[src/verilog/rnn_pkg.sv]
package rnn_pkg;

    // Network sizes
    localparam int VOCAB_SIZE = 76;
    localparam int EMBED_SIZE = 4;
    localparam int HIDDEN_SIZE = 8;
    localparam int FRAC_BITS = 8;                    // Q8.8

    // Parameter memory
    localparam int MEM_DEPTH = 416;
    localparam int MEM_ADDR_BITS = 9;

    // Memory layout
    localparam int EMBED_BASE = 0;                   // Token x EMBED_SIZE
    localparam int W_IH_BASE = 304;                  // Neuron x EMBED_SIZE
    localparam int W_HH_BASE = 336;                  // Neuron x HIDDEN_SIZE
    localparam int B_IH_BASE = 400;
    localparam int B_HH_BASE = 408;

    typedef logic signed [15:0] word_t;
    typedef logic [6:0] token_t;
    typedef logic [MEM_ADDR_BITS-1:0] mem_addr_t;

    typedef word_t [EMBED_SIZE-1:0] embed_vec_t;
    typedef word_t [HIDDEN_SIZE-1:0] hidden_vec_t;

    typedef struct packed {
        logic valid;
        mem_addr_t addr;
    } mem_req_t;

    typedef struct packed {
        logic valid;
        word_t data;
    } mem_rsp_t;

    typedef struct packed {
        logic en;
        mem_addr_t addr;
        word_t data;
    } mem_wr_t;

endpackage

[src/verilog/mem_arbiter.sv]
module mem_arbiter (
    input logic clk,
    input logic reset,
    input rnn_pkg::mem_req_t loader_req,
    input rnn_pkg::mem_req_t engine_req,
    output rnn_pkg::mem_req_t mem_req,
    input rnn_pkg::mem_rsp_t mem_rsp,
    output rnn_pkg::mem_rsp_t loader_rsp,
    output rnn_pkg::mem_rsp_t engine_rsp
);

    logic owner_engine;                              // Owner of the read in flight
    logic engine_live;
    logic loader_live;

    // A requester still holds its request in the cycle its data returns
    assign engine_live = engine_req.valid && !engine_rsp.valid;
    assign loader_live = loader_req.valid && !loader_rsp.valid;

    always_comb
    begin
        mem_req.valid = engine_live || loader_live;
        if (engine_live)
        begin
            mem_req.addr = engine_req.addr;          // Engine has priority
        end
        else
        begin
            mem_req.addr = loader_req.addr;
        end
    end

    always_ff @(posedge clk)
    begin
        if (reset)
        begin
            owner_engine <= 1'b0;
        end
        else if (mem_req.valid)
        begin
            owner_engine <= engine_live;
        end
    end

    always_comb
    begin
        engine_rsp.valid = mem_rsp.valid && owner_engine;
        engine_rsp.data = mem_rsp.data;
        loader_rsp.valid = mem_rsp.valid && !owner_engine;
        loader_rsp.data = mem_rsp.data;
    end

    // Each response goes to a requester that still waits for it
    a_owner_waiting: assert property (@(posedge clk) disable iff (reset)
        mem_rsp.valid |-> (owner_engine ? engine_req.valid : loader_req.valid));

endmodule

[config.mk]
export PLATFORM = sky130hd
export DESIGN_NAME = mem_arbiter
export DESIGN_NICKNAME = d
export VERILOG_FILES = /design/src/verilog/rnn_pkg.sv /design/src/verilog/mem_arbiter.sv
export SDC_FILE = /design/constraint.sdc
export NUM_CORES = 1
export LEC_CHECK = 0
export BUFFER_PORTS_ARGS = -buffer_cell sky130_fd_sc_hd__buf_4
export CAP_MARGIN = 20
export CORE_MARGIN = 8
export CORE_UTILIZATION = 28
export CTS_CLUSTER_DIAMETER = 100
export DETAILED_ROUTE_END_ITERATION = 8
export PLACE_DENSITY = 0.84
export SKIP_LAST_GASP = 1
export SYNTH_ARGS = -nofsm -noshare
export SYNTH_HDL_FRONTEND = slang
export SYNTH_SLANG_ARGS = --single-unit
[constraint.sdc]
create_clock -name clk -period 1.65 [get_ports clk]
set_input_delay 0.165 -clock clk [delete_from_list [all_inputs] [get_ports clk]]
set_output_delay 0.165 -clock clk [all_outputs]
set_load 0.02 [all_outputs]
Word level (Yosys, flattened, before mapping):

Cells that the tools add are included.

* flip-flop bits (word level): 1
* input port bits: 39
* output and inout bits: 44
* logic and storage cells: 10

* multiplexer cells: 1
* reduce and logical (&&, ||, !) cells: 8

Operators with widths (number)
* 9-bit 2-to-1 mux: 1
* 1-bit logical AND: 4
* 1-bit zero test: 3
* 1-bit logical OR: 1

Depth between registers and ports, before layout:

* depth after elaboration: 5
* gate-level depth with buffers: 3
* mapped depth without buffers: 2

Worst setup path after synthesis:

OpenSTA, ideal clock, no wires.

* path type: register to output
* from: reg owner_engine
* to: out mem_req[0] in the netlist's numbering
* arrival time: 0.961 ns
* data required time: 1.485 ns
* path slack: 0.524 ns
* cell stages (with the launch flop): 4
* path buffers: 1
* cell sequence: dfxtp_1 -> a21boi_2 -> buf_6 -> mux2_4

RTL lines
* start, declared: line mem_arbiter.sv:12 `logic owner_engine;`
* start signal, assigned: line mem_arbiter.sv:41 `owner_engine <= engine_live;`
* end, declared: line mem_arbiter.sv:6 `output rnn_pkg::mem_req_t mem_req,`

==> run metrics <==
io pins 83; Max Used Layer met3; clock skew 0 ns; crit start category register; top flop regs owner_engine x1; Post-synth top cells buf_4 (32), mux2_4 (9); Worst Path Arrival 1.14 ns; initial DRC count 1; Synth Warn # 0; Sequential Power Share 14.7%; Largest register FFs 1; worst-path cell chain a21boi_2 -> buf_4 -> mux2_4 -> buf_4; Sw Share 34.7%; clk slew on worst S/H paths 0 ns; sequential area share after synthesis around 4.3%; Synth Flop Type dfxtp_1; first-pass GRT wire length 1540 um; Max Cap Viol 0; Detail Route met2 WL 515 um; Residual DRC 0; drt pass-1 iters 3; slowest CP cell dfxtp_1; GRT Total Usage roughly 5.5%; Syn Area/Cell 9.15 um2; proportion of layout cells with a drive suffix above 1 86.8%; Final period util 78.9%; Synth top area share 51.5%; post-CTS sizing 0; Core Area between 0.0015 and 0.002 mm2; cell taking the most area after synthesis buf_4; Initial Utilization 30.3%; Final Net Count 94; Clock power frac 0%; critical path type register to primary output; Internal approximately 0.13 mW; Routed wire per std cell 14.7 um; Final Hold Viols 0; most frequent cell after synthesis buf_4; CP max FO 10; vias in the first global route 330; GPL Wtd Cong 0.629; cts hold-fix bufs 0; synthesized area ~470 um2; wire length on met1 248 um; Cell Rows 14; worst-margin pin slew ~0.17 ns; Worst-Skew Late Latency 0 ns; met3 WL 251 um; Net Switching 0.0676 mW; Most common cell on crit path buf_4; post-route ant nets 0; CP endpoint kind primary output; Synth area leaders buf_4 (51%), mux2_4 (29%), dfxtp_1 (4.3%); pin count of the biggest net entering global routing 11; RSZ-0062 raised after global routing no; CP required 1.48 ns; vias per cell 4.20; EDFF count, synth 0; Pwr Density 391 mW/mm2; slew margin rel. between 80 and 90%; Cells after Synth 51; combinational power share 85.3%; Post-CTS Setup Inserts 0; Inserted Diodes 0; initial antenna violation count 0; Die Footprint about 0.0032 mm2; Lkg Pwr 0.273 nW; placed cell count 69; Area Overhead vs Synth 6.70%; Setup-failing EPs final 0; Setup TNS Final 0 ns; outcome completed; FFs w/ async S/R, synth 0%; Final Non-Filler Cells 69; Reg with most FFs owner_engine; f_max 768 MHz; via count 290; Buffers on Ports 34; final critical-path required period around 1.3 ns; syn nets 90; total wire length 1020 um; die width roughly 57 um; Peak VDD IR 0.167 mV; die height 56.8 um; slowest stage delay, CP between 0.3 and 0.4 ns; post-synth cell types 12; hold crit path type input pin to primary output; Slew Viols, Final 0; Seq cells post-synth 1; Overflow after GRT 0
[placed cells by master (no fill, tap or decap), drive strengths merged]
master  count
nor2        1
mux2        9
o21ba       1
buf        35
mux2i       1
and2        1
a21oi       1
a21boi      1
nor2b       1
and2b       1
dfxtp       1
[critical path, delay by kind of cell (launching register included)]
| kind | cells | cell delay (ns) |
|---|---|---|
| buffers and inverters | 2 | 0.38 |
| flip-flops | 1 | 0.32 |
| multiplexers | 1 | 0.31 |
| AO/OA/AOI/OAI | 1 | 0.12 |
[metal layers]
metal | GRT usage [%] | vias up
met3 | 4.72 | 0
met2 | 10.2 | 25
met5 | 0 | -
li1 | - | 137
met4 | 1.01 | 0
met1 | 4.14 | 128
[power by group through the flow]
| stage | sequential, mW | clock [mW] | combinational [mW] |
|---|---|---|---|
| finish | 0.0287 | 0 | 0.166 |
| global route | 0.0291 | 0 | 0.178 |
| CTS | 0.0288 | 0 | 0.169 |
| detailed placement | 0.0288 | 0 | 0.169 |
| global placement | 0.0285 | 0 | 0.166 |
| floorplan | 0.0284 | 0 | 0.201 |
[cell families (layout without fill, tap and decap cells)]
logic type,Yosys count,after routing,synth area share [%]
AO/OA/AOI/OAI,3,3,5.63
buffers and inverters,33,35,53.9
AND/OR/NAND/NOR,4,4,5.10
multiplexers,10,10,31.1
flip-flops,1,1,4.29
[worst paths after layout]
kind | start | cells after the start | slack, ns | endpoint
setup / recovery | owner_engine$_SDFFE_PP0P_ | 4 | 0.35 | mem_req[8]
hold / removal | mem_rsp[15] | 0 | 0.33 | engine_rsp[15]
setup reg to reg | owner_engine$_SDFFE_PP0P_ | 3 | 0.70 | owner_engine$_SDFFE_PP0P_
hold reg to reg | owner_engine$_SDFFE_PP0P_ | 2 | 0.70 | owner_engine$_SDFFE_PP0P_
[stage by stage]
step / instance area [um2] / hold WS (ns) / power [mW] / setup slack [ns] / util [%]
finish: 498 / 0.330 / 0.195 / 0.348 / 32.3
global placement: 498 / 0.330 / 0.195 / 0.361 / 32.3
floorplan: 467 / 0.344 / 0.230 / 0.524 / -
detailed placement: 498 / 0.330 / 0.197 / 0.339 / 32.3
CTS: 498 / 0.330 / 0.197 / 0.337 / 32.3
global route: 498 / 0.330 / 0.207 / 0.281 / 32.3
[final cells by class]
cell class / instances / area [um2]
multi-input cells: 17 / 195
well taps: 16 / 20.0
flip-flops and latches: 1 / 20.0
fillers: 175 / 1040
repair buffers: 35 / 263
Note: power is estimated with default switching activity, not from simulation.
