[src/verilog/rnn_pkg.sv]
package rnn_pkg;

    // Network sizes
    localparam int VOCAB_SIZE = 76;
    localparam int EMBED_SIZE = 4;
    localparam int HIDDEN_SIZE = 8;
    localparam int FRAC_BITS = 8;                    // Q8.8

    // Parameter memory
    localparam int MEM_DEPTH = 416;
    localparam int MEM_ADDR_BITS = 9;

    // Memory layout
    localparam int EMBED_BASE = 0;                   // Token x EMBED_SIZE
    localparam int W_IH_BASE = 304;                  // Neuron x EMBED_SIZE
    localparam int W_HH_BASE = 336;                  // Neuron x HIDDEN_SIZE
    localparam int B_IH_BASE = 400;
    localparam int B_HH_BASE = 408;

    typedef logic signed [15:0] word_t;
    typedef logic [6:0] token_t;
    typedef logic [MEM_ADDR_BITS-1:0] mem_addr_t;

    typedef word_t [EMBED_SIZE-1:0] embed_vec_t;
    typedef word_t [HIDDEN_SIZE-1:0] hidden_vec_t;

    typedef struct packed {
        logic valid;
        mem_addr_t addr;
    } mem_req_t;

    typedef struct packed {
        logic valid;
        word_t data;
    } mem_rsp_t;

    typedef struct packed {
        logic en;
        mem_addr_t addr;
        word_t data;
    } mem_wr_t;

endpackage

[src/verilog/fixed_mac.sv]
module fixed_mac (
    input logic clk,
    input logic clear,
    input logic mul_en,
    input logic add_en,
    input rnn_pkg::word_t a,
    input rnn_pkg::word_t b,
    output rnn_pkg::word_t acc
);

    logic signed [31:0] product;
    rnn_pkg::word_t product_q;

    assign product = a * b;                          // Full signed product
    assign product_q = rnn_pkg::word_t'(product >>> rnn_pkg::FRAC_BITS);

    // Sums wrap modulo 2^16
    always_ff @(posedge clk)
    begin
        if (clear)
        begin
            acc <= '0;
        end
        else if (mul_en)
        begin
            acc <= acc + product_q;
        end
        else if (add_en)
        begin
            acc <= acc + a;                          // Bias term
        end
    end

endmodule

[src/verilog/neuron_engine.sv]
module neuron_engine (
    input logic clk,
    input logic reset,
    input logic embed_valid,
    input rnn_pkg::embed_vec_t embed,
    output logic embed_release,
    output rnn_pkg::mem_req_t req,
    input rnn_pkg::mem_rsp_t rsp,
    output logic hidden_valid,
    output rnn_pkg::hidden_vec_t hidden
);

    typedef enum logic [1:0] {
        IDLE,
        READ,
        STORE,
        FINISH
    } state_t;

    typedef logic [$clog2(rnn_pkg::EMBED_SIZE + rnn_pkg::HIDDEN_SIZE + 2)-1:0] term_t;
    typedef logic [$clog2(rnn_pkg::HIDDEN_SIZE)-1:0] neuron_t;

    state_t state;
    neuron_t neuron;
    term_t term;                                     // Read index within a neuron
    neuron_t hh_idx;
    logic req_valid;
    logic is_bias;
    logic last_term;
    rnn_pkg::mem_addr_t read_addr;
    rnn_pkg::hidden_vec_t prev_hidden;
    rnn_pkg::hidden_vec_t new_hidden;
    rnn_pkg::word_t operand;
    rnn_pkg::word_t acc;

    // Term order is W_IH x4, B_IH, W_HH x8, B_HH
    assign hh_idx = neuron_t'(term - term_t'(rnn_pkg::EMBED_SIZE + 1));
    assign is_bias = term == term_t'(rnn_pkg::EMBED_SIZE)
                     || term == term_t'(rnn_pkg::EMBED_SIZE + rnn_pkg::HIDDEN_SIZE + 1);
    assign last_term = term == term_t'(rnn_pkg::EMBED_SIZE + rnn_pkg::HIDDEN_SIZE + 1);

    always_comb
    begin
        if (term < term_t'(rnn_pkg::EMBED_SIZE))
        begin
            read_addr = rnn_pkg::mem_addr_t'(rnn_pkg::W_IH_BASE
                        + neuron * rnn_pkg::EMBED_SIZE + term);
            operand = embed[term[$clog2(rnn_pkg::EMBED_SIZE)-1:0]];
        end
        else if (term == term_t'(rnn_pkg::EMBED_SIZE))
        begin
            read_addr = rnn_pkg::mem_addr_t'(rnn_pkg::B_IH_BASE + neuron);
            operand = '0;
        end
        else if (!last_term)
        begin
            read_addr = rnn_pkg::mem_addr_t'(rnn_pkg::W_HH_BASE
                        + neuron * rnn_pkg::HIDDEN_SIZE + hh_idx);
            operand = prev_hidden[hh_idx];
        end
        else
        begin
            read_addr = rnn_pkg::mem_addr_t'(rnn_pkg::B_HH_BASE + neuron);
            operand = '0;
        end
    end

    assign req.valid = req_valid;
    assign req.addr = read_addr;
    assign embed_release = state == FINISH;
    assign hidden = prev_hidden;

    fixed_mac u_mac (
        .clk    (clk),
        .clear  (state == IDLE || state == STORE),
        .mul_en (state == READ && rsp.valid && !is_bias),
        .add_en (state == READ && rsp.valid && is_bias),
        .a      (rsp.data),
        .b      (operand),
        .acc    (acc)
    );

    always_ff @(posedge clk)
    begin
        if (reset)
        begin
            state <= IDLE;
            neuron <= '0;
            term <= '0;
            req_valid <= 1'b0;
            hidden_valid <= 1'b0;
            prev_hidden <= '0;
        end
        else
        begin
            hidden_valid <= 1'b0;
            unique case (state)
                IDLE:
                begin
                    if (embed_valid)
                    begin
                        neuron <= '0;
                        term <= '0;
                        req_valid <= 1'b1;
                        state <= READ;
                    end
                end
                READ:
                begin
                    if (rsp.valid)
                    begin
                        if (last_term)
                        begin
                            req_valid <= 1'b0;
                            state <= STORE;
                        end
                        else
                        begin
                            term <= term + 1'b1;
                        end
                    end
                end
                STORE:
                begin
                    new_hidden[neuron] <= acc;
                    if (neuron == neuron_t'(rnn_pkg::HIDDEN_SIZE - 1))
                    begin
                        state <= FINISH;
                    end
                    else
                    begin
                        neuron <= neuron + 1'b1;
                        term <= '0;
                        req_valid <= 1'b1;
                        state <= READ;
                    end
                end
                FINISH:
                begin
                    prev_hidden <= new_hidden;
                    hidden_valid <= 1'b1;
                    state <= IDLE;
                end
            endcase
        end
    end

    a_rsp_outstanding: assert property (@(posedge clk) disable iff (reset)
        rsp.valid |-> state == READ && req_valid);

    a_embed_held: assert property (@(posedge clk) disable iff (reset)
        state != IDLE |-> embed_valid);

endmodule

[config.mk]
export PLATFORM = sky130hd
export DESIGN_NAME = neuron_engine
export DESIGN_NICKNAME = d
export VERILOG_FILES = /design/src/verilog/rnn_pkg.sv /design/src/verilog/fixed_mac.sv /design/src/verilog/neuron_engine.sv
export SDC_FILE = /design/constraint.sdc
export NUM_CORES = 1
export LEC_CHECK = 0
export BUFFER_PORTS_ARGS = -buffer_cell sky130_fd_sc_hd__buf_2
export CORE_AREA = 5 5 205 207
export DETAILED_ROUTE_END_ITERATION = 7
export DIE_AREA = 0 0 210 212
export PLACE_DENSITY = 0.69
export SLEW_MARGIN = 0
export SYNTH_ARGS = -nofsm -noshare
export SYNTH_HDL_FRONTEND = slang
export SYNTH_SLANG_ARGS = --single-unit
[constraint.sdc]
create_clock -name clk -period 14.8 [get_ports clk]
set_clock_uncertainty 0.1 [all_clocks]
set_input_delay 2.22 -clock clk [delete_from_list [all_inputs] [get_ports clk]]
set_output_delay 2.22 -clock clk [all_outputs]
set_load 0.02 [all_outputs]
# After elaboration in Yosys (flattened, before gate mapping)
# Index checks and enable logic that the tools add are counted.
[word_totals] reg_bits=283 input_bits=84 out_inout_bits=140 wordCells=101
[op_classes] addsub=11 multipliers=1 magnitude_cmp=5 n_eq_ne=11 n_mux=34 n_bitwise=1 n_reduce_logical=16
[op_table] cell="$bwmux 128" count=1
[op_table] cell="$mux 16" count=8
[op_table] cell="$bmux 16 s3" count=1
[op_table] cell="$demux 16 s3" count=1
[op_table] cell="$add 16x16->16" count=2
[op_table] cell="$bmux 16 s2" count=1
[op_table] cell="$mux 9" count=3
[op_table] cell="$mul 16x16->24" count=1
[op_table] cell="$add 9x3->9 const A" count=2
[op_table] cell="$mux 4" count=4
[op_table] cell="$pmux 4 s3" count=1
[op_table] cell="$ne 2x2->1 const B" count=5
[op_table] cell="$reduce_and 5->1" count=2
[op_table] cell="$add 9x3->9" count=1
[op_table] cell="$add 9x4->9" count=1
[op_table] cell="$add 9x5->9 const A" count=1
[op_table] cell="$add 9x6->9 const A" count=1
[op_table] cell="$lt 3x4->1 const B" count=2
[op_table] cell="$mux 2" count=4
[op_table] cell="$pmux 2 s4" count=1
[op_table] cell="$mux 3" count=2
[op_table] cell="$pmux 3 s2" count=1
[op_table] cell="$reduce_and 3->1" count=2
[op_table] cell="$mux 1" count=5
[op_table] cell="other kinds (20)" count=26

# Depth between registers and ports, before layout
# Gate-level depths: netlist (run 1).
[depth] depth_word=9 ltp_mapped=50

# Hierarchy
# From an unflattened synthesis (run 1), not the netlist that was laid out.
[hier_totals] cells_unflattened=1951 hier_area_um2=19512.5
[modules_own_cells] mod="neuron_engine" n_inst=1 cells_per_inst=933 area_each_um2=10674.0
[modules_own_cells] mod="fixed_mac" n_inst=1 cells_per_inst=1018 area_each_um2=8838.5

# Worst setup path after synthesis (run 1)
# Ideal clock, no wire load.
[synth_path] path_kind="flip-flop to flip-flop" from="register term[0]" to="register u_mac.acc[15]" setup_ns=0.072 t_arrival_ns=10.498 required_ns=14.628 path_slack_ns=4.131 path_stages_with_launch=47 path_buffers=11 synth_period_minus_slack_ns=10.669 path_cell_list="dfxtp_1 > buf_6 > buf_12 > buf_12 > buf_12 > buf_12 > buf_2 > inv_1 > ha_1 > buf_2 > buf_2 > buf_2 > clkbuf_1 > mux4_2 > a221o_1 > o21ai_0 > clkbuf_1 > nor2b_1 > (+11 left out) > a21o_1 > a21o_1 > a22o_1 > a211o_2 > a21oi_1 > o21bai_1 > xnor2_1 > o21ai_0 > ha_1 > or2_2 > a21oi_1 > a31oi_1 > a21o_1 > a21oi_1 > o21ai_0 > a211o_1 > a21oi_2 > mux2i_1"
[synth_via] elab_chain_cells=9
[synth_rtl] item="from (decl)" line_no="neuron_engine.sv:25" rtl="term_t term;"
[synth_rtl] item="from (signal assigned)" line_no="neuron_engine.sv:119" rtl="term <= term + 1'b1;"
[synth_rtl] item="$sub 3x3->3" line_no="neuron_engine.sv:37" rtl="assign hh_idx = neuron_t'(term - term_t'(rnn_pkg::EMBED_SIZE + 1));"
[synth_rtl] item="$bmux 16 s3" line_no="neuron_engine.sv:59" rtl="operand = prev_hidden[hh_idx];"
[synth_rtl] item="$mux 16 (not written as such)" line_no="neuron_engine.sv:59"
[synth_rtl] item="$mux 16" line_no="neuron_engine.sv:55" rtl="else if (!last_term)"
[synth_rtl] item="$mux 16" line_no="neuron_engine.sv:50" rtl="else if (term == term_t'(rnn_pkg::EMBED_SIZE))"
[synth_rtl] item="$mux 16" line_no="neuron_engine.sv:44" rtl="if (term < term_t'(rnn_pkg::EMBED_SIZE))"
[synth_rtl] item="$mul 16x16->24" line_no="fixed_mac.sv:14" rtl="assign product = a * b;"
[synth_rtl] item="$add 16x16->16" line_no="fixed_mac.sv:26" rtl="acc <= acc + product_q;"
[synth_rtl] item="$mux 16" line_no="fixed_mac.sv:24" rtl="else if (mul_en)"
[synth_rtl] item="to (signal assigned)" line_no="fixed_mac.sv:26"
[synth_rtl] item="to (signal assigned)" line_no="fixed_mac.sv:30" rtl="acc <= acc + a;"
[synth_rtl] item="to (decl)" line_no="fixed_mac.sv:8" rtl="output rnn_pkg::word_t acc"
# Several ways; a longest one is shown, not always the timed one. The select of a mux whose other input is x is not followed.
# A chain may end at the register's enable or synchronous reset.

# Final worst setup path (run 1)
[layout_path] from="register term[1]" to="register u_mac.acc[15]"
# Same word-level chain as after synthesis.

==> reports/metrics.cfg, run 1 <==
[floorplanning]
die_area_um2 = 44500
die_w_um = 210
initial_core_util = 0.489
rows = 74
ios = 224
fp.dieH_um = 212
core-area_um2 = 40200

[finish]
final_common_cell = nand2_1
drive_above_1_share = 0.160
syn2layout_area_growth_pct = 12.9
antenna_cells = 0
final_cell_area_um2 = 22200
nFillCells = 3533
final_cell_mix = 404 x nand2_1, 263 x inv_1, 221 x buf_2
fin_nets = 2497

[synth]
synth-edff-count = 128
netlist_area_um2 = 19700
ys_seq_area_frac = 0.353
syn_area_per_cell_um2 = 10.0
synthMuxAreaShare = 0.0624
synth_area_leaders = edfxtp_1 20%, fa_1 19%, dfxtp_1 16%
yosysTopAreaCell = edfxtp_1
synth_top_family_by_area = adder cells
yosys.area_share.adder = 0.254
synthDistinctLibCells = 68
synth_seq_cells = 283
synth-xor-area-share = 0.0245
synth_compound_area_frac = 0.0838
synth_nets = 2326
synth-simple-area-share = 0.146
ys_warn_count = 0
dominantRegCellSynth = dfxtp_1
async_reset_ff_frac = 0
synth_cells = 1956
yosysTopAreaCellShare = 0.196

[drt]
drc_errors = 0
via_per_inst = 5.52
met2WireLength_um = 26400
wl_met1_um = 21800
dr.pass1.iters = 7
routedWlPerCell_um = 20.9
wl_met3_um = 5350
via_count = 14800
drt_iter0_markers = 1162
drt.antenna.violating_nets = 0
drt-total-wl_um = 56000
dr.max_layer_used = met5

[global_routing]
grt_first_pass_wirelength_um = 87300
grt_overflow = 0
grt_pass1_vias = 15500
grt_usage = 0.250
grt_max_degree = 83
grt_antenna_before_repair = 3

[clock_tree]
clk_path_buf_depth = 3
cts_buffers = 29
cts_hold_buffers = 0
cts-root-buf = clkbuf_16
clk_pin_slew_ns = 0.06
cts_num_sinks = 283
cts_tree = built
htreeDepth = 1
cts_resized = 0
clock_latency_ns = 0.56
cts_setup_buffers = 0

[timing]
worst_pin_slew_ns = 1.10
maxSlewHeadroom = 0.263
rsz0062_at_grt = no
min_period_ns = 10.32
finalHoldViolCount = 0
setup_viol = 0
setup_tns_ns = 0
hold_slack_ns = 0.366
finalCritPeriodShare = 0.697
clock.fmax_mhz = 96.9
finalMaxSlewViolations = 0

[placed_design]
port_buffers = 222
dp_hpwl_um = 41400
postPlaceCellArea_um2 = 21100
gp_congestion = 0.861

[setup_path]
r2r_slack_ns = 4.48
r2r-end = u_mac.acc[15]
worstPathRequired_ns = 15.17
crit_slowest_cell = fa_1
crit_type = register to register
r2r-start = term[1]
arrival_ns = 10.69
crit_path_end_kind = register
cp_max_fo = 34
cp_slowest_stage_delay_ns = 0.53
path_common_cell = fa_1
worstRegToRegCells = 38
crit_path_start_kind = register

[outcome]
status = finished, final reports clean

[pwr]
vdd_drop_max_mv = 0.448
p_leak_nw = 9.74
power.density_nw_per_um2 = 278

[run]
maxCapViolCount = 0

[min_path]
whs_path_depth = 2
hold_end = hidden[113]
hp-class = register to register
hp-start = hidden[113]

==> stage by stage <==
stage / cells / worst slack, ns / total power [mW] / utilization
detailed placement: 2628 / 4.08 / 5.41 / 0.526
finish: 2682 / 4.48 / 6.17 / 0.552
floorplan: 1956 / 4.13 / 4.42 / -
global route: 2682 / 4.01 / 6.78 / 0.552
global placement: 2628 / 4.28 / 5.30 / 0.526
CTS: 2682 / 4.52 / 6.24 / 0.552
==> worst max path at each step <==
| stage | from | endpoint | depth (start not counted) | slack [ns] |
|---|---|---|---|---|
| 2_1_floorplan | term[0] | u_mac.acc[15] | 46 | 4.13 |
| 3_3_place_gp | embed[17] | u_mac.acc[15] | 35 | 4.28 |
| 3_5_place_dp | embed[17] | u_mac.acc[15] | 35 | 4.08 |
| 4_1_cts | term[1] | u_mac.acc[15] | 38 | 4.52 |
| 5_1_grt | term[0] | u_mac.acc[15] | 41 | 4.01 |
| 6_report | term[1] | u_mac.acc[15] | 38 | 4.48 |
==> worst max-delay path, delay by kind of cell, from the launching register on <==
family | cells | cell delay (ns)
xor+xnor | 1 | 0.13
fa+ha+maj | 9 | 4.03
buf+inv | 8 | 1.39
flops | 1 | 0.30
mux | 3 | 1.03
compound gates | 15 | 2.69
simple gates | 2 | 0.52
==> synth_stat cells, drive strengths merged, types with 32 or more instances <==
cell    count
nand2     407
inv       264
fa        188
a21oi     165
dfxtp     155
edfxtp    128
ha         98
and2       86
clkbuf     83
mux4       48
nor2b      44
o21ai      44
nor2       33
xnor2      32
==> registers in the layout, summed over array words and instances, names as in the netlist <==
| name | cells |
|---|---|
| new_hidden | 128 |
| hidden | 128 |
| hidden_valid | 1 |
| u_mac.acc | 16 |
| state | 2 |
| req_valid | 1 |
| neuron | 3 |
| term | 4 |
==> power by group <==
group	internal, mW	switching, mW	total, mW	leakage (nW)
logic	2.01	2.45	4.47	6.82
clock network	0.482	0.313	0.795	0.517
registers	0.854	0.0600	0.914	2.40
total	3.35	2.83	6.17	9.74
==> logic make-up (layout without fill, tap and decap cells) <==
group | count (synthesis) | count (layout)
AND/OR/NAND/NOR | 637 | 637
buffers and inverters | 370 | 564
adder cells (fa/ha/maj) | 286 | 286
flip-flops | 283 | 283
AO/OA/AOI/OAI | 277 | 277
multiplexers | 54 | 54
XOR/XNOR | 48 | 48
other | 1 | 1
==> layout make-up <==
cell class,count,area [µm²],share of cell area
inverters,264,992,0.0447
repair buffers,246,1290,0.0583
multi-input cells,1303,11200,0.506
clock buffers,34,774,0.0349
flip-flops and latches,283,6950,0.313
well taps,532,666,0.0300
clock inverters,20,282,0.0127
==> routing by layer <==
metal / vias to the layer above / global-route usage
li1: 6689 / -
met1: 7317 / 0.323
met4: 6 / 0.0923
met3: 133 / 0.0652
met5: - / 0.00970
met2: 650 / 0.409
Power figures use the tool's default switching activity.
==> run 2, diff against run 1 <==
Clock period 14.8 ns to 10.7 ns, I/O delays scaled along.
==> run 2 against run 1 <==
Effect of this change:
- die area did not move
- utilization is 0.27 points lower
- via count shrank 0.87%
- sequential power grew 37%
- final area decreased by 0.50%
- final cell count hardly changed
- critical path type unchanged
- largest cell class unchanged
- largest power group unchanged
==> reports/metrics.cfg, run 2 (synthesis results as in run 1) <==
[pwr]
vdd_drop_max_mv = 0.500  ; +11%
finalPower_mw = 8.51  ; +38%
power.density_nw_per_um2 = 385  ; +38%
p_leak_nw = 9.68  ; -0.58%

[drt]
via_count = 14700  ; -0.87%
drc_errors = 0  ; unchanged
drt.antenna.violating_nets = 0  ; unchanged
via_per_inst = 5.47  ; -0.83%
drt_iter0_markers = 1101  ; -5.2%
dr.pass1.iters = 5  ; -2
routedWlPerCell_um = 21.0  ; +0.57%
drt-total-wl_um = 56300  ; +0.53%

[clock_tree]
cts_hold_buffers = 0  ; unchanged
cts-root-buf = clkbuf_16
cts_buffers = 27  ; -6.9%
clock_latency_ns = 0.54  ; -0.02 ns
clk_pin_slew_ns = 0.07  ; about the same
cts_num_sinks = 283  ; unchanged
clk_path_buf_depth = 3  ; unchanged
cts_tree = built
htreeDepth = 1  ; unchanged

[setup_path]
cp_max_fo = 17  ; -50%
cp_slowest_stage_delay_ns = 0.82  ; +0.29 ns
crit_path_end_kind = register
path_common_cell = inv_1
arrival_ns = 10.52  ; -0.17 ns
crit_path_start_kind = register
crit_slowest_cell = o21ai_2
crit_type = register to register
worstPathRequired_ns = 11.08  ; -4.09 ns

[finish]
syn2layout_area_growth_pct = 12.3
nFillCells = 3572  ; +1.1%
area.sequential_um2 = 6950  ; unchanged
antenna_cells = 0  ; unchanged
final_common_cell = nand2_1
final_cell_mix = 404 x nand2_1, 263 x inv_1, 221 x buf_2
fin_nets = 2498  ; +0.040%
drive_above_1_share = 0.157  ; -0.00272
multiInputGateArea_um2 = 11200  ; about the same

[placed_design]
dp_hpwl_um = 41900  ; +0.97%
port_buffers = 222  ; unchanged
place_ws_ns = 0.0413  ; -4.04 ns
gp_congestion = 0.881  ; +2.3%

[floorplanning]
die_w_um = 210  ; unchanged
die_area_um2 = 44500  ; unchanged
core-area_um2 = 40200  ; unchanged
initial_core_util = 0.489  ; unchanged
rows = 74  ; unchanged
ios = 224  ; unchanged
fp.dieH_um = 212  ; unchanged

[timing]
finalCritPeriodShare = 0.948  ; +0.251
worst_pin_slew_ns = 1.35  ; +0.246 ns
setup_tns_ns = 0  ; unchanged
finalHoldViolCount = 0  ; unchanged
min_period_ns = 10.14  ; -0.176 ns
maxSlewHeadroom = 0.0973  ; -0.166
rsz0062_at_grt = no
finalMaxSlewViolations = 0  ; unchanged
clock.fmax_mhz = 98.6  ; +1.7%
setup_viol = 0  ; unchanged
finalWorstSetupSlack_ns = 0.556  ; -3.92 ns

[global_routing]
grt_pass1_vias = 15100  ; -3.1%
grt_usage = 0.251  ; +0.00104
grt_max_degree = 101  ; +22%
grt_overflow = 0  ; unchanged
grt_first_pass_wirelength_um = 87400  ; +0.19%
grt_antenna_before_repair = 1  ; -2

[run]
maxCapViolCount = 0  ; unchanged

[outcome]
status = finished, final reports clean

[min_path]
hp-class = register to register

-- run 2: area by class of cell --
cell class                 count  area share
multi-input combinational   1303       0.509
timing repair buffer         249      0.0602
clock buffer                  38      0.0329
sequential                   283       0.315
tap                          532      0.0301
clock inverter                12     0.00816
inverter                     264      0.0449
-- run 2: routing by layer --
layer / routed length (µm) / global-route usage / vias to the layer above
met4: 1710 / 0.0646 / 2
met1: 22700 / 0.342 / 7267
met2: 26500 / 0.410 / 618
met3: 5300 / 0.0586 / 97
met5: 13 / 0 / -
li1: - / - / 6682
-- run 2: power breakdown --
group	internal (mW)	leakage, nW	switching (mW)
clock network	0.575	0.441	0.410
registers	1.18	2.40	0.0740
logic	2.78	6.84	3.49
total	4.53	9.68	3.98
-- run 2: final timing paths --
path / slack, ns / end / startpoint / depth (start not counted)
worst max-delay path: 0.56 / u_mac.acc[15] / term[0] / 37
worst min-delay path: 0.37 / hidden[117] / hidden[117] / 2
worst max register to register: 0.56 / u_mac.acc[15] / term[0] / 37
worst min register to register: 0.37 / hidden[117] / hidden[117] / 2
-- run 2: what timing repair did --
| item | in CTS | in global routing |
|---|---|---|
| setup buffers | 0 | 0 |
| resized for setup | 0 | 1 |
| endpoints found under the setup margin | 0 | 1 |
-- run 2: worst max-delay path: cells and delay by family, from the launching register on --
family / cells / cell delay, ns
multiplexers: 3 / 0.58
buffers and inverters: 8 / 0.80
AO/OA/AOI/OAI: 13 / 3.29
AND/OR/NAND/NOR: 3 / 0.63
flip-flops: 1 / 0.36
XOR/XNOR: 1 / 0.12
adder cells (fa/ha/maj): 9 / 4.17
-- run 2: through the flow --
stage	instance area, µm²	hold WS (ns)	instances	utilization
after floorplan	19700	0.349	1956	-
after global placement	21200	0.351	2631	0.527
after detailed placement	21200	0.359	2631	0.527
after CTS	22100	0.367	2681	0.550
after global routing	22100	0.395	2681	0.550
final	22100	0.367	2681	0.550
