File: src/verilog/rnn_pkg.sv
package rnn_pkg;

    // Network sizes
    localparam int VOCAB_SIZE = 76;
    localparam int EMBED_SIZE = 4;
    localparam int HIDDEN_SIZE = 8;
    localparam int FRAC_BITS = 8;                    // Q8.8

    // Parameter memory
    localparam int MEM_DEPTH = 416;
    localparam int MEM_ADDR_BITS = 9;

    // Memory layout
    localparam int EMBED_BASE = 0;                   // Token x EMBED_SIZE
    localparam int W_IH_BASE = 304;                  // Neuron x EMBED_SIZE
    localparam int W_HH_BASE = 336;                  // Neuron x HIDDEN_SIZE
    localparam int B_IH_BASE = 400;
    localparam int B_HH_BASE = 408;

    typedef logic signed [15:0] word_t;
    typedef logic [6:0] token_t;
    typedef logic [MEM_ADDR_BITS-1:0] mem_addr_t;

    typedef word_t [EMBED_SIZE-1:0] embed_vec_t;
    typedef word_t [HIDDEN_SIZE-1:0] hidden_vec_t;

    typedef struct packed {
        logic valid;
        mem_addr_t addr;
    } mem_req_t;

    typedef struct packed {
        logic valid;
        word_t data;
    } mem_rsp_t;

    typedef struct packed {
        logic en;
        mem_addr_t addr;
        word_t data;
    } mem_wr_t;

endpackage

File: src/verilog/embedding_loader.sv
module embedding_loader (
    input logic clk,
    input logic reset,
    input logic execute,
    input rnn_pkg::token_t token,
    output logic token_ready,
    output rnn_pkg::mem_req_t req,
    input rnn_pkg::mem_rsp_t rsp,
    output logic embed_valid,
    output rnn_pkg::embed_vec_t embed,
    input logic embed_release
);

    typedef logic [$clog2(rnn_pkg::EMBED_SIZE):0] fill_t;

    typedef struct packed {
        logic full;                                  // Token accepted
        fill_t fill;                                 // Words fetched so far
        rnn_pkg::token_t token;
        rnn_pkg::embed_vec_t data;
    } slot_t;

    slot_t slots [2];
    logic wr_ptr;
    logic rd_ptr;
    logic fetch_ptr;
    logic fetch_active;
    logic accept;
    logic [$clog2(rnn_pkg::EMBED_SIZE)-1:0] fill_idx;

    assign token_ready = !slots[wr_ptr].full;
    assign accept = execute && token_ready;

    assign embed_valid = slots[rd_ptr].full && slots[rd_ptr].fill == fill_t'(rnn_pkg::EMBED_SIZE);
    assign embed = slots[rd_ptr].data;

    // Oldest slot still waiting for words
    assign fetch_ptr = (slots[rd_ptr].full && slots[rd_ptr].fill != fill_t'(rnn_pkg::EMBED_SIZE))
                       ? rd_ptr : !rd_ptr;
    assign fetch_active = slots[fetch_ptr].full
                          && slots[fetch_ptr].fill != fill_t'(rnn_pkg::EMBED_SIZE);
    assign fill_idx = slots[fetch_ptr].fill[$clog2(rnn_pkg::EMBED_SIZE)-1:0];

    always_ff @(posedge clk)
    begin
        if (reset)
        begin
            for (int i = 0; i < 2; i++)
            begin
                slots[i].full <= 1'b0;
                slots[i].fill <= '0;
            end
            wr_ptr <= 1'b0;
            rd_ptr <= 1'b0;
            req.valid <= 1'b0;
        end
        else
        begin
            if (accept)
            begin
                slots[wr_ptr].full <= 1'b1;
                slots[wr_ptr].fill <= '0;
                slots[wr_ptr].token <= token;
                wr_ptr <= !wr_ptr;
            end
            if (embed_release)
            begin
                slots[rd_ptr].full <= 1'b0;
                rd_ptr <= !rd_ptr;
            end
            if (rsp.valid)
            begin
                slots[fetch_ptr].data[fill_idx] <= rsp.data;
                slots[fetch_ptr].fill <= slots[fetch_ptr].fill + 1'b1;
                req.valid <= slots[fetch_ptr].fill != fill_t'(rnn_pkg::EMBED_SIZE - 1);
                req.addr <= req.addr + 1'b1;         // Next word of the row
            end
            else if (!req.valid && fetch_active)
            begin
                req.valid <= 1'b1;
                req.addr <= rnn_pkg::mem_addr_t'(rnn_pkg::EMBED_BASE
                            + slots[fetch_ptr].token * rnn_pkg::EMBED_SIZE);
            end
        end
    end

    a_no_overfill: assert property (@(posedge clk) disable iff (reset)
        rsp.valid |-> fetch_active);

    a_token_range: assert property (@(posedge clk) disable iff (reset)
        accept |-> token < rnn_pkg::VOCAB_SIZE);

endmodule

File: config.mk
export PLATFORM = sky130hd
export DESIGN_NAME = embedding_loader
export DESIGN_NICKNAME = d
export VERILOG_FILES = /design/src/verilog/rnn_pkg.sv /design/src/verilog/embedding_loader.sv
export SDC_FILE = /design/constraint.sdc
export NUM_CORES = 1
export LEC_CHECK = 0
export BUFFER_PORTS_ARGS = -buffer_cell sky130_fd_sc_hd__buf_2
export CAP_MARGIN = 25
export CORE_MARGIN = 2
export CORE_UTILIZATION = 40
export DETAILED_ROUTE_END_ITERATION = 6
export GPL_ROUTABILITY_DRIVEN = 0
export PLACE_DENSITY_LB_ADDON = 0.25
export REMOVE_ABC_BUFFERS = 1
export SYNTH_ARGS = -nofsm -noshare
export SYNTH_HDL_FRONTEND = slang
export SYNTH_SLANG_ARGS = --single-unit
File: constraint.sdc
create_clock -name clk -period 3.5 [get_ports clk]
set_input_delay 0.525 -clock clk [delete_from_list [all_inputs] [get_ports clk]]
set_output_delay 0.525 -clock clk [all_outputs]
set_load 0.03 [all_outputs]
# After elaboration in Yosys (flattened, before gate mapping)
# Memory sizes are Yosys's and may differ from the RTL's. A register that Yosys moved wholly into a read port is not among the register bits.
# Index checks and enable logic that the tools add are counted.
[totals] memories=1 romBits=0 regBits=12 mem_bits_rw=150 latchBits=0 input_bits=28
[op_classes] n_div=0 add_sub_neg=2 shifts=0 muxes=27 n_bitwise=1 n_reduce_logical=14 n_lt_le_gt_ge=2 eq_ne=4 n_mul=0
[memory_table] memory="slots" words=2 word_bits=75 rd=3 rd_clocked_by_memory_dff=2 wr=3 line_no="embedding_loader.sv:23" text="slot_t slots [2];"
[op_table] cell="75-bit 2-to-1 mux" n=2
[op_table] cell="75-bit OR reduction" n=2
[op_table] cell="64-bit 2-to-1 mux" n=1
[op_table] cell="16-bit demux with 2-bit select" n=1
[op_table] cell="10-bit 2-to-1 mux" n=2
[op_table] cell="1-bit 2-to-1 mux" n=18
[op_table] cell="16-bit 2-to-1 mux" n=1
[op_table] cell="9-bit by 1-bit adder with 9-bit output (second input constant)" n=1
[op_table] cell="1-bit logical AND" n=6
[op_table] cell="3-bit 2-to-1 mux" n=2
[op_table] cell="3-bit != test (second input constant)" n=2
[op_table] cell="1-bit logical NOT" n=4
[op_table] cell="3-bit by 1-bit adder with 3-bit output (second input constant)" n=1
[op_table] cell="3-bit == test (second input constant)" n=1
[op_table] cell="2-bit by 3-bit less-than comparator with 1-bit output (second input constant)" n=1
[op_table] cell="3-bit by 2-bit != test with 1-bit output (second input constant)" n=1
[op_table] cell="2-bit by 1-bit greater-or-equal comparator with 1-bit output (second input constant)" n=1
[op_table] cell="2-bit AND reduction" n=1
[op_table] cell="2-bit nonzero test" n=1
[op_table] cell="1-bit NOT" n=1

# Logic depth before layout (Yosys ltp)
# Gate-level depths: netlist (run 1).
# An unclocked memory read counts as a cell.
[logic_depth] word_depth=9 depth_mapped=11 depth_no_buf=9

# Worst setup path after synthesis (run 1)
# OpenSTA, ideal clock, no wires.
[synth_path] path_type="flip-flop to flip-flop" startpoint="mem slots[1][73] (netlist bit)" endpoint="mem slots[1][32] (netlist bit), enable pin" t_arrival_ps=2536 setup_time_ps=388 t_required_ps=3112 stages_incl_launch_ff=9 path_slack_ps=576 cell_sequence="edfxtp_1 > nor3b_4 > a211oi_4 > xnor2_1 > buf_2 > mux2i_1 > ha_1 > nand2_1 > nor2_1"
[synth_lines] item="start, declared" line_no="embedding_loader.sv:23"

==> summary.md, run 1 <==
| Metric | Value |
|---|---|
| Status | complete, no violations |
| Post-Synth XOR/XNOR Area | 0.0162 |
| Async SR Flop Fraction | 0 |
| Top Ports | 104 |
| H-tree depth | 4 |
| Yosys warns | 0 |
| Final Slew Violations | 0 |
| CP required | between 3 and 4 ns |
| WL final | ~12,000 um |
| Post-synth EDFFs | 157 |
| Post-DR wirelength/cell | 17.6 um |
| DRC errors left | 0 |
| RSZ-0062 raised after global routing | false |
| IO Port Bufs | 103 |
| Count leader, synth | edfxtp_1 |
| Max Clock Skew | 0.00669 ns |
| Die Y | 131 um |
| Via Count | 3,393 |
| Post-synthesis sequential area ratio | 0.756 |
| Commonest cells in the netlist | 157 x edfxtp_1, 65 x mux2_2, 16 x nor2_1 |
| Final net count | 507 |
| Fill count | 1,361 |
| Slew @ Worst Pin | 0.935 ns |
| Buf/Inv on CP | 0 |
| Adder and majority cell fraction of the synthesized area | 0.0117 |
| Category of the most critical setup path | reg2reg |
| Pre-Repair DR Iteration Count | 6 |
| Number of register bits inferred by synthesis | between 150 and 200 |
| Peak VDD IR | around 0.00033 V |
| Post-cts sizing count | 0 |
| TNS Setup | 0 ns |
| Number of global-route vias before repair | about 3,300 |
| Reg clk slew, reported paths | approximately 0.060 ns |
| Final Worst Setup Slack | 0.428 ns |
| Syn Std Cell Area | 0.00642 mm^2 |
| Synth top area share | 0.734 |
| Setup crit end kind | flip-flop |
| Hold Buf Count CTS | 0 |
| Hold Fails Final Rpt | 0 |
| Hold crit path type | in2reg |
| Crit-path max FO | 9 |
| Netlist cell types | 34 |
| ANT nets after route | 0 |
| Die Wd | about 130 um |
| Pin count of the biggest net entering global routing | 67 |
| Post-CTS Setup Bufs | 0 |
| Global-route wire length before repair | 18,500 um |
| Gate Count Post-Synth | approximately 350 |
| CORE AREA | between 0.015 and 0.02 mm^2 |
| Setup crit start kind | flip-flop |
| Compound-Gate Fraction of Synth Area | 0.0222 |
| Root Buffer | clkbuf_16 |
| Main combinational cell family by area after synthesis | multiplexers |
| Initial Util | 0.407 |
| Post-route cell area | 0.00783 mm^2 |
| Post-Syn Area per Cell | 18.2 um^2 |
| Power per cell area | 603 mW/mm^2 |
| Area grow syn2layout | 21.9% |
| Share of cells above drive strength 1 | 0.439 |
| CP max stage delay | 0.47 ns |
| Final setup violating endpoints | 0 |
| Area after DPL | 0.00725 mm^2 |
| Vias/cell | between 4 and 5 |
| Gr ovfl total | 0 |
| Hpwl dp | between 7000 and 8000 um |
| Min Tclk post-route | 3.07 ns |
| Period Utilization, post-route | 0.878 |
| CTS tree | built |
| Die area | 0.0171 mm^2 |
| Max Cap Viol | 0 |
| Post-synth top area cell | edfxtp_1 |
| Dominant register cell in the synthesized netlist | edfxtp_1 |
| Max Root-Sink Buffers | 2 |
| GRT Total Usage | 0.150 |
| Row cnt | 46 |
| Crit path cell chain | nor4b_4, a211oi_4, xnor2_1, mux2i_1, ha_1, nor3b_1, nor4_1, a21o_1 |
| Data arrival, critical path | between 3 and 4 ns |
| Synth Area in Simple Gates | 0.0446 |
| Initial DRC count | 160 |
| Max Fclk | between 300 and 400 MHz |
| Slew headroom | 0.372 |
| Pre-CTS setup slack | 0.407 ns |
| Skew-Pair Late Insertion Delay | 0.42 ns |
| CP delay by family, top | simple AND/OR/NAND/NOR gates |
| Slowest cell on the critical path | edfxtp_1 |
| Mux cell area share after synthesis | 0.136 |
| Clock tree sinks | 164 |
| Ranking of synthesized cells by area | edfxtp_1 73%, mux2_2 11%, dfxtp_1 2.2%, mux2i_1 2.2%, ha_1 1.2% |
| Leakage Power | roughly 2.8 nW |
| Initial antenna violation count | 1 |
| Total CTS buffers | 17 |
sequential cells by signal, indices dropped and copies added, names as in the netlist, named ones only:
signal and count:
wr_ptr 1, rd_ptr 1, slots 150, req 10
cell usage in the layout, fill, tap and decap left out, drive strengths merged, types with 5 or more instances in the layout:
master	n
and3	8
buf	116
clkbuf	22
dfxtp	7
edfxtp	157
ha	6
inv	5
mux2	65
mux2i	14
nand2	11
nor2	16
nor3	5
o21ai	7
xnor2	8
worst register-to-register path, stage by stage, from the launching register on:
cell      delay [ns]
edfxtp_1        0.47
nor4b_4         0.36
a211oi_4        0.11
xnor2_1         0.36
mux2i_1         0.20
ha_1            0.27
nor3b_1         0.15
nor4_1          0.39
a21o_1          0.41
path summary, 6_finish.rpt:
check	start	end	slack (ns)	depth (start not counted)
setup reg to reg	slots[0][71]	req[2]	0.43	8
hold / removal	token[6]	slots[1][70]	0.29	1
setup / recovery	slots[0][71]	req[2]	0.43	8
hold reg to reg	req[9]	req[9]	0.56	1
through the flow:
stage / power, mW / util / std cells / hold slack (ns)
final: 4.72 / 0.497 / 700 / 0.292
after floorplan: 2.72 / - / 338 / 0.516
after global routing: 4.91 / 0.496 / 699 / 0.272
after detailed placement: 2.93 / 0.460 / 670 / 0.543
after global placement: 2.92 / 0.460 / 670 / 0.529
after CTS: 4.77 / 0.496 / 699 / 0.271
logic make-up after synthesis:
logic type | Yosys count
flops | 164
buf+inv | 19
xor+xnor | 11
simple gates | 53
mux | 79
fa+ha+maj | 6
compound gates | 20
metal layers:
layer	global-route usage	vias up	part of all wire
met5	0	-	0
met4	0.0563	0	0.010
met3	0.0452	12	0.058
met2	0.234	101	0.47
met1	0.200	1687	0.46
li1	-	1593	-
area by class of cell:
class / count / area [um^2] / share of cell area
well taps: 216 / 270 / 0.0345
clock buffers: 22 / 444 / 0.0567
clock inverters: 7 / 133 / 0.0169
multi-input cells: 169 / 1490 / 0.190
repair buffers: 116 / 613 / 0.0783
diodes: 1 / 2.50 / 0.000320
flip-flops and latches: 164 / 4860 / 0.620
inverters: 5 / 18.8 / 0.00240
power by group:
group	total, mW	internal (mW)	switching (mW)
registers	2.30	2.25	0.0456
logic	0.581	0.209	0.373
clock network	1.85	1.18	0.670
total	4.72	3.64	1.09
(Power assumes the default switching activity.)
==> run 2: changes to the inputs <==
--- a/config.mk
+++ b/config.mk
@@ -8,11 +8,12 @@
 export BUFFER_PORTS_ARGS = -buffer_cell sky130_fd_sc_hd__buf_2
 export CAP_MARGIN = 25
 export CORE_MARGIN = 2
-export CORE_UTILIZATION = 40
+export CORE_UTILIZATION = 30
 export DETAILED_ROUTE_END_ITERATION = 6
 export GPL_ROUTABILITY_DRIVEN = 0
 export PLACE_DENSITY_LB_ADDON = 0.25
 export REMOVE_ABC_BUFFERS = 1
+export SLEW_MARGIN = 20
 export SYNTH_ARGS = -nofsm -noshare
 export SYNTH_HDL_FRONTEND = slang
 export SYNTH_SLANG_ARGS = --single-unit
==> summary.md, run 2 (synthesis gave the netlist of run 1 again) <==
| Metric | Value |
|---|---|
| Number of global-route vias before repair | 3,542 (+6.7%) |
| CP required | 3.57 ns (about the same) |
| Max Cap Viol | 0 (unchanged) |
| Diode count | 0 (-1) |
| R2r worst-path depth | 8 (unchanged) |
| Vias/cell | 4.46 (-7.9%) |
| Post-cts sizing count | 0 (unchanged) |
| Hold Fails Final Rpt | 0 (unchanged) |
| Status | complete, no violations |
| Max reg flops | 150 (unchanged) |
| Initial DRC count | 165 (+3.1%) |
| CP delay by family, top | simple AND/OR/NAND/NOR gates |
| CP max stage delay | 0.46 ns (about the same) |
| Fill count | 1,983 (+46%) |
| CORE AREA | 0.0210 mm^2 (+33%) |
| GRT Total Usage | 0.119 (-0.0311) |
| Root Buffer | clkbuf_16 |
| Crit-path max FO | 9 (unchanged) |
| Peak VDD IR | 0.000342 V (+4.7%) |
| Post-DR wirelength/cell | 17.2 um (-2.4%) |
| Max Root-Sink Buffers | 2 (unchanged) |
| Hold Buf Count CTS | 0 (unchanged) |
| Post-route cell area | 0.00801 mm^2 (+2.3%) |
| Biggest register | slots |
| H-tree depth | 4 (unchanged) |
| WL final | 13,100 um (+6.3%) |
| Hpwl dp | 8980 um (+13%) |
| Top Ports | 104 (unchanged) |
| Setup crit start kind | flip-flop |
| Clock Power Share | 0.399 (+0.008) |
| DRC errors left | 0 (unchanged) |
| Pre-Repair DR Iteration Count | 4 (-2) |
| Final setup violating endpoints | 0 (unchanged) |
| Hold crit path type | in2reg |
| R2r startpoint | slots[0][71] |
| Die Wd | 150 um (+15%) |
| Psw | 1.15 mW (+5.9%) |
| Sequential share of power | 0.477 (-0.009) |
| Slowest cell on the critical path | edfxtp_1 |
| Leakage Power | 2.88 nW (+1.3%) |
| TNS Setup | 0 ns (unchanged) |
| WHS Path Cells | 1 (unchanged) |
| Most frequent cells in the layout | 157 x edfxtp_1, 104 x buf_2, 65 x mux2_2 |
| Die Y | 150 um (+15%) |
| Period Utilization, post-route | 0.883 (+0.00530) |
| Regs by FF count | slots (150), req (10) |
| Gr ovfl total | 0 (unchanged) |
| Clock tree sinks | 164 (unchanged) |
| Buf/Inv on CP | 0 (unchanged) |
| Initial antenna violation count | 0 (-1) |
| Die area | 0.0226 mm^2 (+32%) |
| Max Fclk | 324 MHz (-0.60%) |
| CTS tree | built |
| RSZ-0062 raised after global routing | false |
| Power per cell area | 601 mW/mm^2 (-0.38%) |
| Min Tclk post-route | 3.09 ns (+0.0185 ns) |
| Initial Util | 0.306 (-0.102) |
| Slew @ Worst Pin | 0.935 ns (+0.000758 ns) |
| Final net count | 509 (+0.39%) |
| Via Count | 3,402 (+0.27%) |
| CP startpoint | slots[0][71] |
| Pin count of the biggest net entering global routing | 48 (-28%) |
| HP Start | token[6] |
| Global-route wire length before repair | 19,600 um (+5.9%) |
| Internal | 3.66 mW (+0.72%) |
| Final Slew Violations | 0 (unchanged) |
| Crit path cell chain | nor4b_4, a211oi_4, xnor2_1, mux2i_1, ha_1, nor3b_1, nor4_1, a21o_1 |
| Reg clk slew, reported paths | 0.06 ns (about the same) |
| Combinational power share | 0.124 (about the same) |
| IO Port Bufs | 103 (unchanged) |
| Sw Share | 0.239 (+0.00895) |
| ANT nets after route | 0 (unchanged) |
| Commonest non-fill, non-tap cell in the layout | edfxtp_1 |
| Setup crit end kind | flip-flop |
| Share of cells above drive strength 1 | 0.452 (+0.0128) |
| CP Depth | 8 (unchanged) |
| Slew headroom | 0.376 (+0.00429) |
| Skew-Pair Late Insertion Delay | 0.42 ns (about the same) |
| Area after DPL | 0.00739 mm^2 (+2.0%) |
| Data arrival, critical path | 3.16 ns (about the same) |
| Row cnt | 53 (+15%) |
| Area grow syn2layout | 24.7% |
| Post-CTS Setup Bufs | 0 (unchanged) |
| Max Clock Skew | 0.0136 ns (+0.00687 ns) |
| Category of the most critical setup path | reg2reg |
| Total CTS buffers | 17 (unchanged) |
run 2: area by class of cell:
type / instances / area (um^2) / share of cell area
Clock buffer: 19 / 433 / 0.0540
Clock inverter: 12 / 178 / 0.0222
Inverter: 5 / 18.8 / 0.00234
Multi-Input combinational cell: 169 / 1490 / 0.186
Sequential cell: 164 / 4860 / 0.607
Tap cell: 275 / 344 / 0.0430
Timing Repair Buffer: 118 / 688 / 0.0859
run 2: power groups by stage:
stage               combinational, mW  clock (mW)  sequential, mW
detailed placement              0.607           0            2.34
global route                    0.646        2.04            2.30
CTS                             0.609        1.97            2.30
floorplan                       0.356           0            2.37
global placement                0.602           0            2.33
finish                          0.598        1.92            2.30
run 2: worst paths after layout:
| check | to | slack [ns] |
|---|---|---|
| max reg2reg | req[8] | 0.41 |
| max | req[8] | 0.41 |
| min reg2reg | req[9] | 0.56 |
| min | slots[0][70] | 0.30 |
run 2: worst reg2reg max path: cells and delay by family, from the launching register on:
kind                       cells  cell delay, ns
adders and majority gates      1            0.28
DFF                            1            0.46
AOI/OAI and AO/OA              2            0.53
xor gates and xnor gates       1            0.38
muxes                          1            0.21
and+or+nand+nor                3            0.89
run 2: metrics by stage:
stage	util	hold WS [ns]	setup slack, ns	power, mW	cells
final	0.381	0.296	0.410	4.81	762
after global routing	0.381	0.271	0.262	4.99	762
after CTS	0.381	0.268	0.388	4.88	761
after detailed placement	0.352	0.547	0.397	2.94	730
after global placement	0.352	0.539	0.545	2.94	730
after floorplan	-	0.516	-1.26	2.72	338
run 2: per-layer routing:
layer  global-route usage  vias to the layer above  wire [um]
li1                     -                     1600          -
met2                0.194                      100       6330
met3               0.0391                       13        883
met4               0.0425                        0        167
met1                0.148                     1689       5710
met5                    0                        -          0
==> run 3: changes to the inputs <==
--- a/config.mk
+++ b/config.mk
@@ -5,7 +5,7 @@
 export SDC_FILE = /design/constraint.sdc
 export NUM_CORES = 1
 export LEC_CHECK = 0
-export BUFFER_PORTS_ARGS = -buffer_cell sky130_fd_sc_hd__buf_2
+export BUFFER_PORTS_ARGS = -buffer_cell sky130_fd_sc_hd__buf_4
 export CAP_MARGIN = 25
 export CORE_MARGIN = 2
 export CORE_UTILIZATION = 30
==> summary.md, run 3 (synthesis gave the netlist of run 1 again) <==
| Metric | Value |
|---|---|
| Status | complete, no violations |
| CP startpoint | slots[0][71] |
| Slowest cell on the critical path | edfxtp_1 |
| CORE AREA | 0.0210 mm^2 (unchanged) |
| Crit path cell chain | nor4b_4, a211oi_4, xnor2_1, mux2i_1, ha_1, nor3b_1, nor4_1, a21o_1 |
| Number of global-route vias before repair | 3,502 (-1.1%) |
| Category of the most critical setup path | reg2reg |
| Area grow syn2layout | 27.5% |
| ANT nets after route | 0 (unchanged) |
| Pre-CTS setup slack | 0.439 ns (+0.0420 ns) |
| Initial Util | 0.306 (unchanged) |
| Post-CTS Setup Bufs | 0 (unchanged) |
| H-tree depth | 4 (unchanged) |
| Met3 Use GR | 0.0427 (+0.00364) |
| Initial antenna violation count | 0 (unchanged) |
| IO Port Bufs | 103 (unchanged) |
| Vias/cell | 4.41 (-1.2%) |
| Max reg flops | 150 (unchanged) |
| Most frequent cells in the layout | 157 x edfxtp_1, 112 x buf_4, 65 x mux2_2 |
| Max Clock Skew | 0.00690 ns (-0.00666 ns) |
| Leakage Power | 2.92 nW (+1.4%) |
| Diode count | 0 (unchanged) |
| Gr ovfl total | 0 (unchanged) |
| Max Cap Viol | 0 (unchanged) |
| Hold Buf Count CTS | 0 (unchanged) |
| CP endpoint | req[1] |
| Slew @ Worst Pin | 0.957 ns (+0.0210 ns) |
| Total CTS buffers | 17 (unchanged) |
| Met1 usage | 0.153 (+0.00522) |
| CP max stage delay | 0.46 ns (about the same) |
| Biggest register | slots |
| Via Count | 3,360 (-1.2%) |
| GRT Total Usage | 0.118 (-0.000794) |
| Hpwl dp | 8750 um (-2.5%) |
| Regs by FF count | slots (150), req (10) |
| Peak VDD IR | 0.000363 V (+6.1%) |
| Final setup violating endpoints | 0 (unchanged) |
| Post-DR wirelength/cell | 17.1 um (-0.51%) |
| Die Wd | 150 um (unchanged) |
| Die area | 0.0226 mm^2 (unchanged) |
| Max Fclk | 331 MHz (+2.1%) |
| Reg clk slew, reported paths | 0.06 ns (about the same) |
| Global-route wire length before repair | 19,700 um (+0.60%) |
| Period Utilization, post-route | 0.864 (-0.0185) |
| Met2 usage | 0.187 (-0.00682) |
| Slew headroom | 0.357 (-0.0189) |
| Commonest non-fill, non-tap cell in the layout | edfxtp_1 |
| Final Worst Setup Slack | 0.474 ns (+0.0647 ns) |
| CTS tree | built |
| Pin count of the biggest net entering global routing | 49 (+2.1%) |
| R2R Setup Slk | 0.47 ns (+0.06 ns) |
| Power per cell area | 564 mW/mm^2 (-6.1%) |
| Setup crit end kind | flip-flop |
| Final Util | 0.390 (+0.00851) |
| Skew-Pair Late Insertion Delay | 0.42 ns (about the same) |
| Row cnt | 53 (unchanged) |
| Clock tree sinks | 164 (unchanged) |
| Initial DRC count | 131 (-21%) |
| Global route hottest layer | met2 |
| Share of cells above drive strength 1 | 0.450 (-0.00205) |
| WL final | 13,000 um (-0.51%) |
| CP required | 3.57 ns (about the same) |
| Data arrival, critical path | 3.10 ns (-0.06 ns) |
| Final Slew Violations | 0 (unchanged) |
| Pre-Repair DR Iteration Count | 4 (unchanged) |
| HP Start | token[4] |
| R2r worst-path depth | 8 (unchanged) |
| Max Root-Sink Buffers | 2 (unchanged) |
| Final net count | 508 (-0.20%) |
| R2r startpoint | slots[0][71] |
| Min Tclk post-route | 3.03 ns (-0.0647 ns) |
| RSZ-0062 raised after global routing | false |
| Worst r2r dst | req[1] |
| Top Ports | 104 (unchanged) |
| Crit-path max FO | 9 (unchanged) |
| Setup crit start kind | flip-flop |
| Root Buffer | clkbuf_16 |
| Hold crit path type | in2reg |
| Post-cts sizing count | 0 (unchanged) |
| Die Y | 150 um (unchanged) |
| Pwr Total | 4.62 mW (-4.0%) |
| Hold Fails Final Rpt | 0 (unchanged) |
| DRC errors left | 0 (unchanged) |
## run 3: where the power goes
part	leakage, nW	total [mW]	switching [mW]	internal [mW]
clock network	0.249	1.68	0.762	0.917
logic	1.17	0.643	0.381	0.262
registers	1.49	2.30	0.0470	2.25
total	2.92	4.62	1.19	3.43
## run 3: area by class of cell
cell class,instances,area (um^2)
repair buffers,117,941
well taps,275,344
clock buffers,19,433
inverters,5,18.8
fillers,1938,12800
flip-flops and latches,164,4860
multi-input cells,169,1490
clock inverters,13,104
## run 3: worst max-delay path: cells and delay by family, from the launching register on
kind | cells | cell delay [ns]
and+or+nand+nor | 3 | 0.85
AOI/OAI and AO/OA | 2 | 0.53
DFF | 1 | 0.46
xor gates and xnor gates | 1 | 0.36
adders and majority gates | 1 | 0.27
muxes | 1 | 0.20
## run 3: how the worst min path moves through the flow
| stage | slack, ns | endpoint | depth (start not counted) |
|---|---|---|---|
| after floorplan | 0.52 | slots[0][74] | 2 |
| after global placement | 0.54 | req[9] | 1 |
| after detailed placement | 0.54 | req[9] | 1 |
| after CTS | 0.27 | slots[0][68] | 1 |
| after global routing | 0.27 | slots[1][68] | 1 |
| final | 0.29 | slots[1][68] | 1 |
## run 3: through the flow
| stage | TNS, ns | area (um^2) | hold slack (ns) | std cells |
|---|---|---|---|---|
| after global routing | 0 | 8190 | 0.270 | 762 |
| after CTS | 0 | 8190 | 0.268 | 762 |
| after detailed placement | 0 | 7650 | 0.540 | 730 |
| after global placement | 0 | 7650 | 0.538 | 730 |
| after floorplan | -157.69 | 6350 | 0.516 | 338 |
| final | 0 | 8190 | 0.290 | 762 |
## run 3: routing by layer
metal,wire length [um],part of all wire
met1,5880,0.45
met2,6190,0.48
met3,848,0.065
met4,104,0.0080
met5,0,0
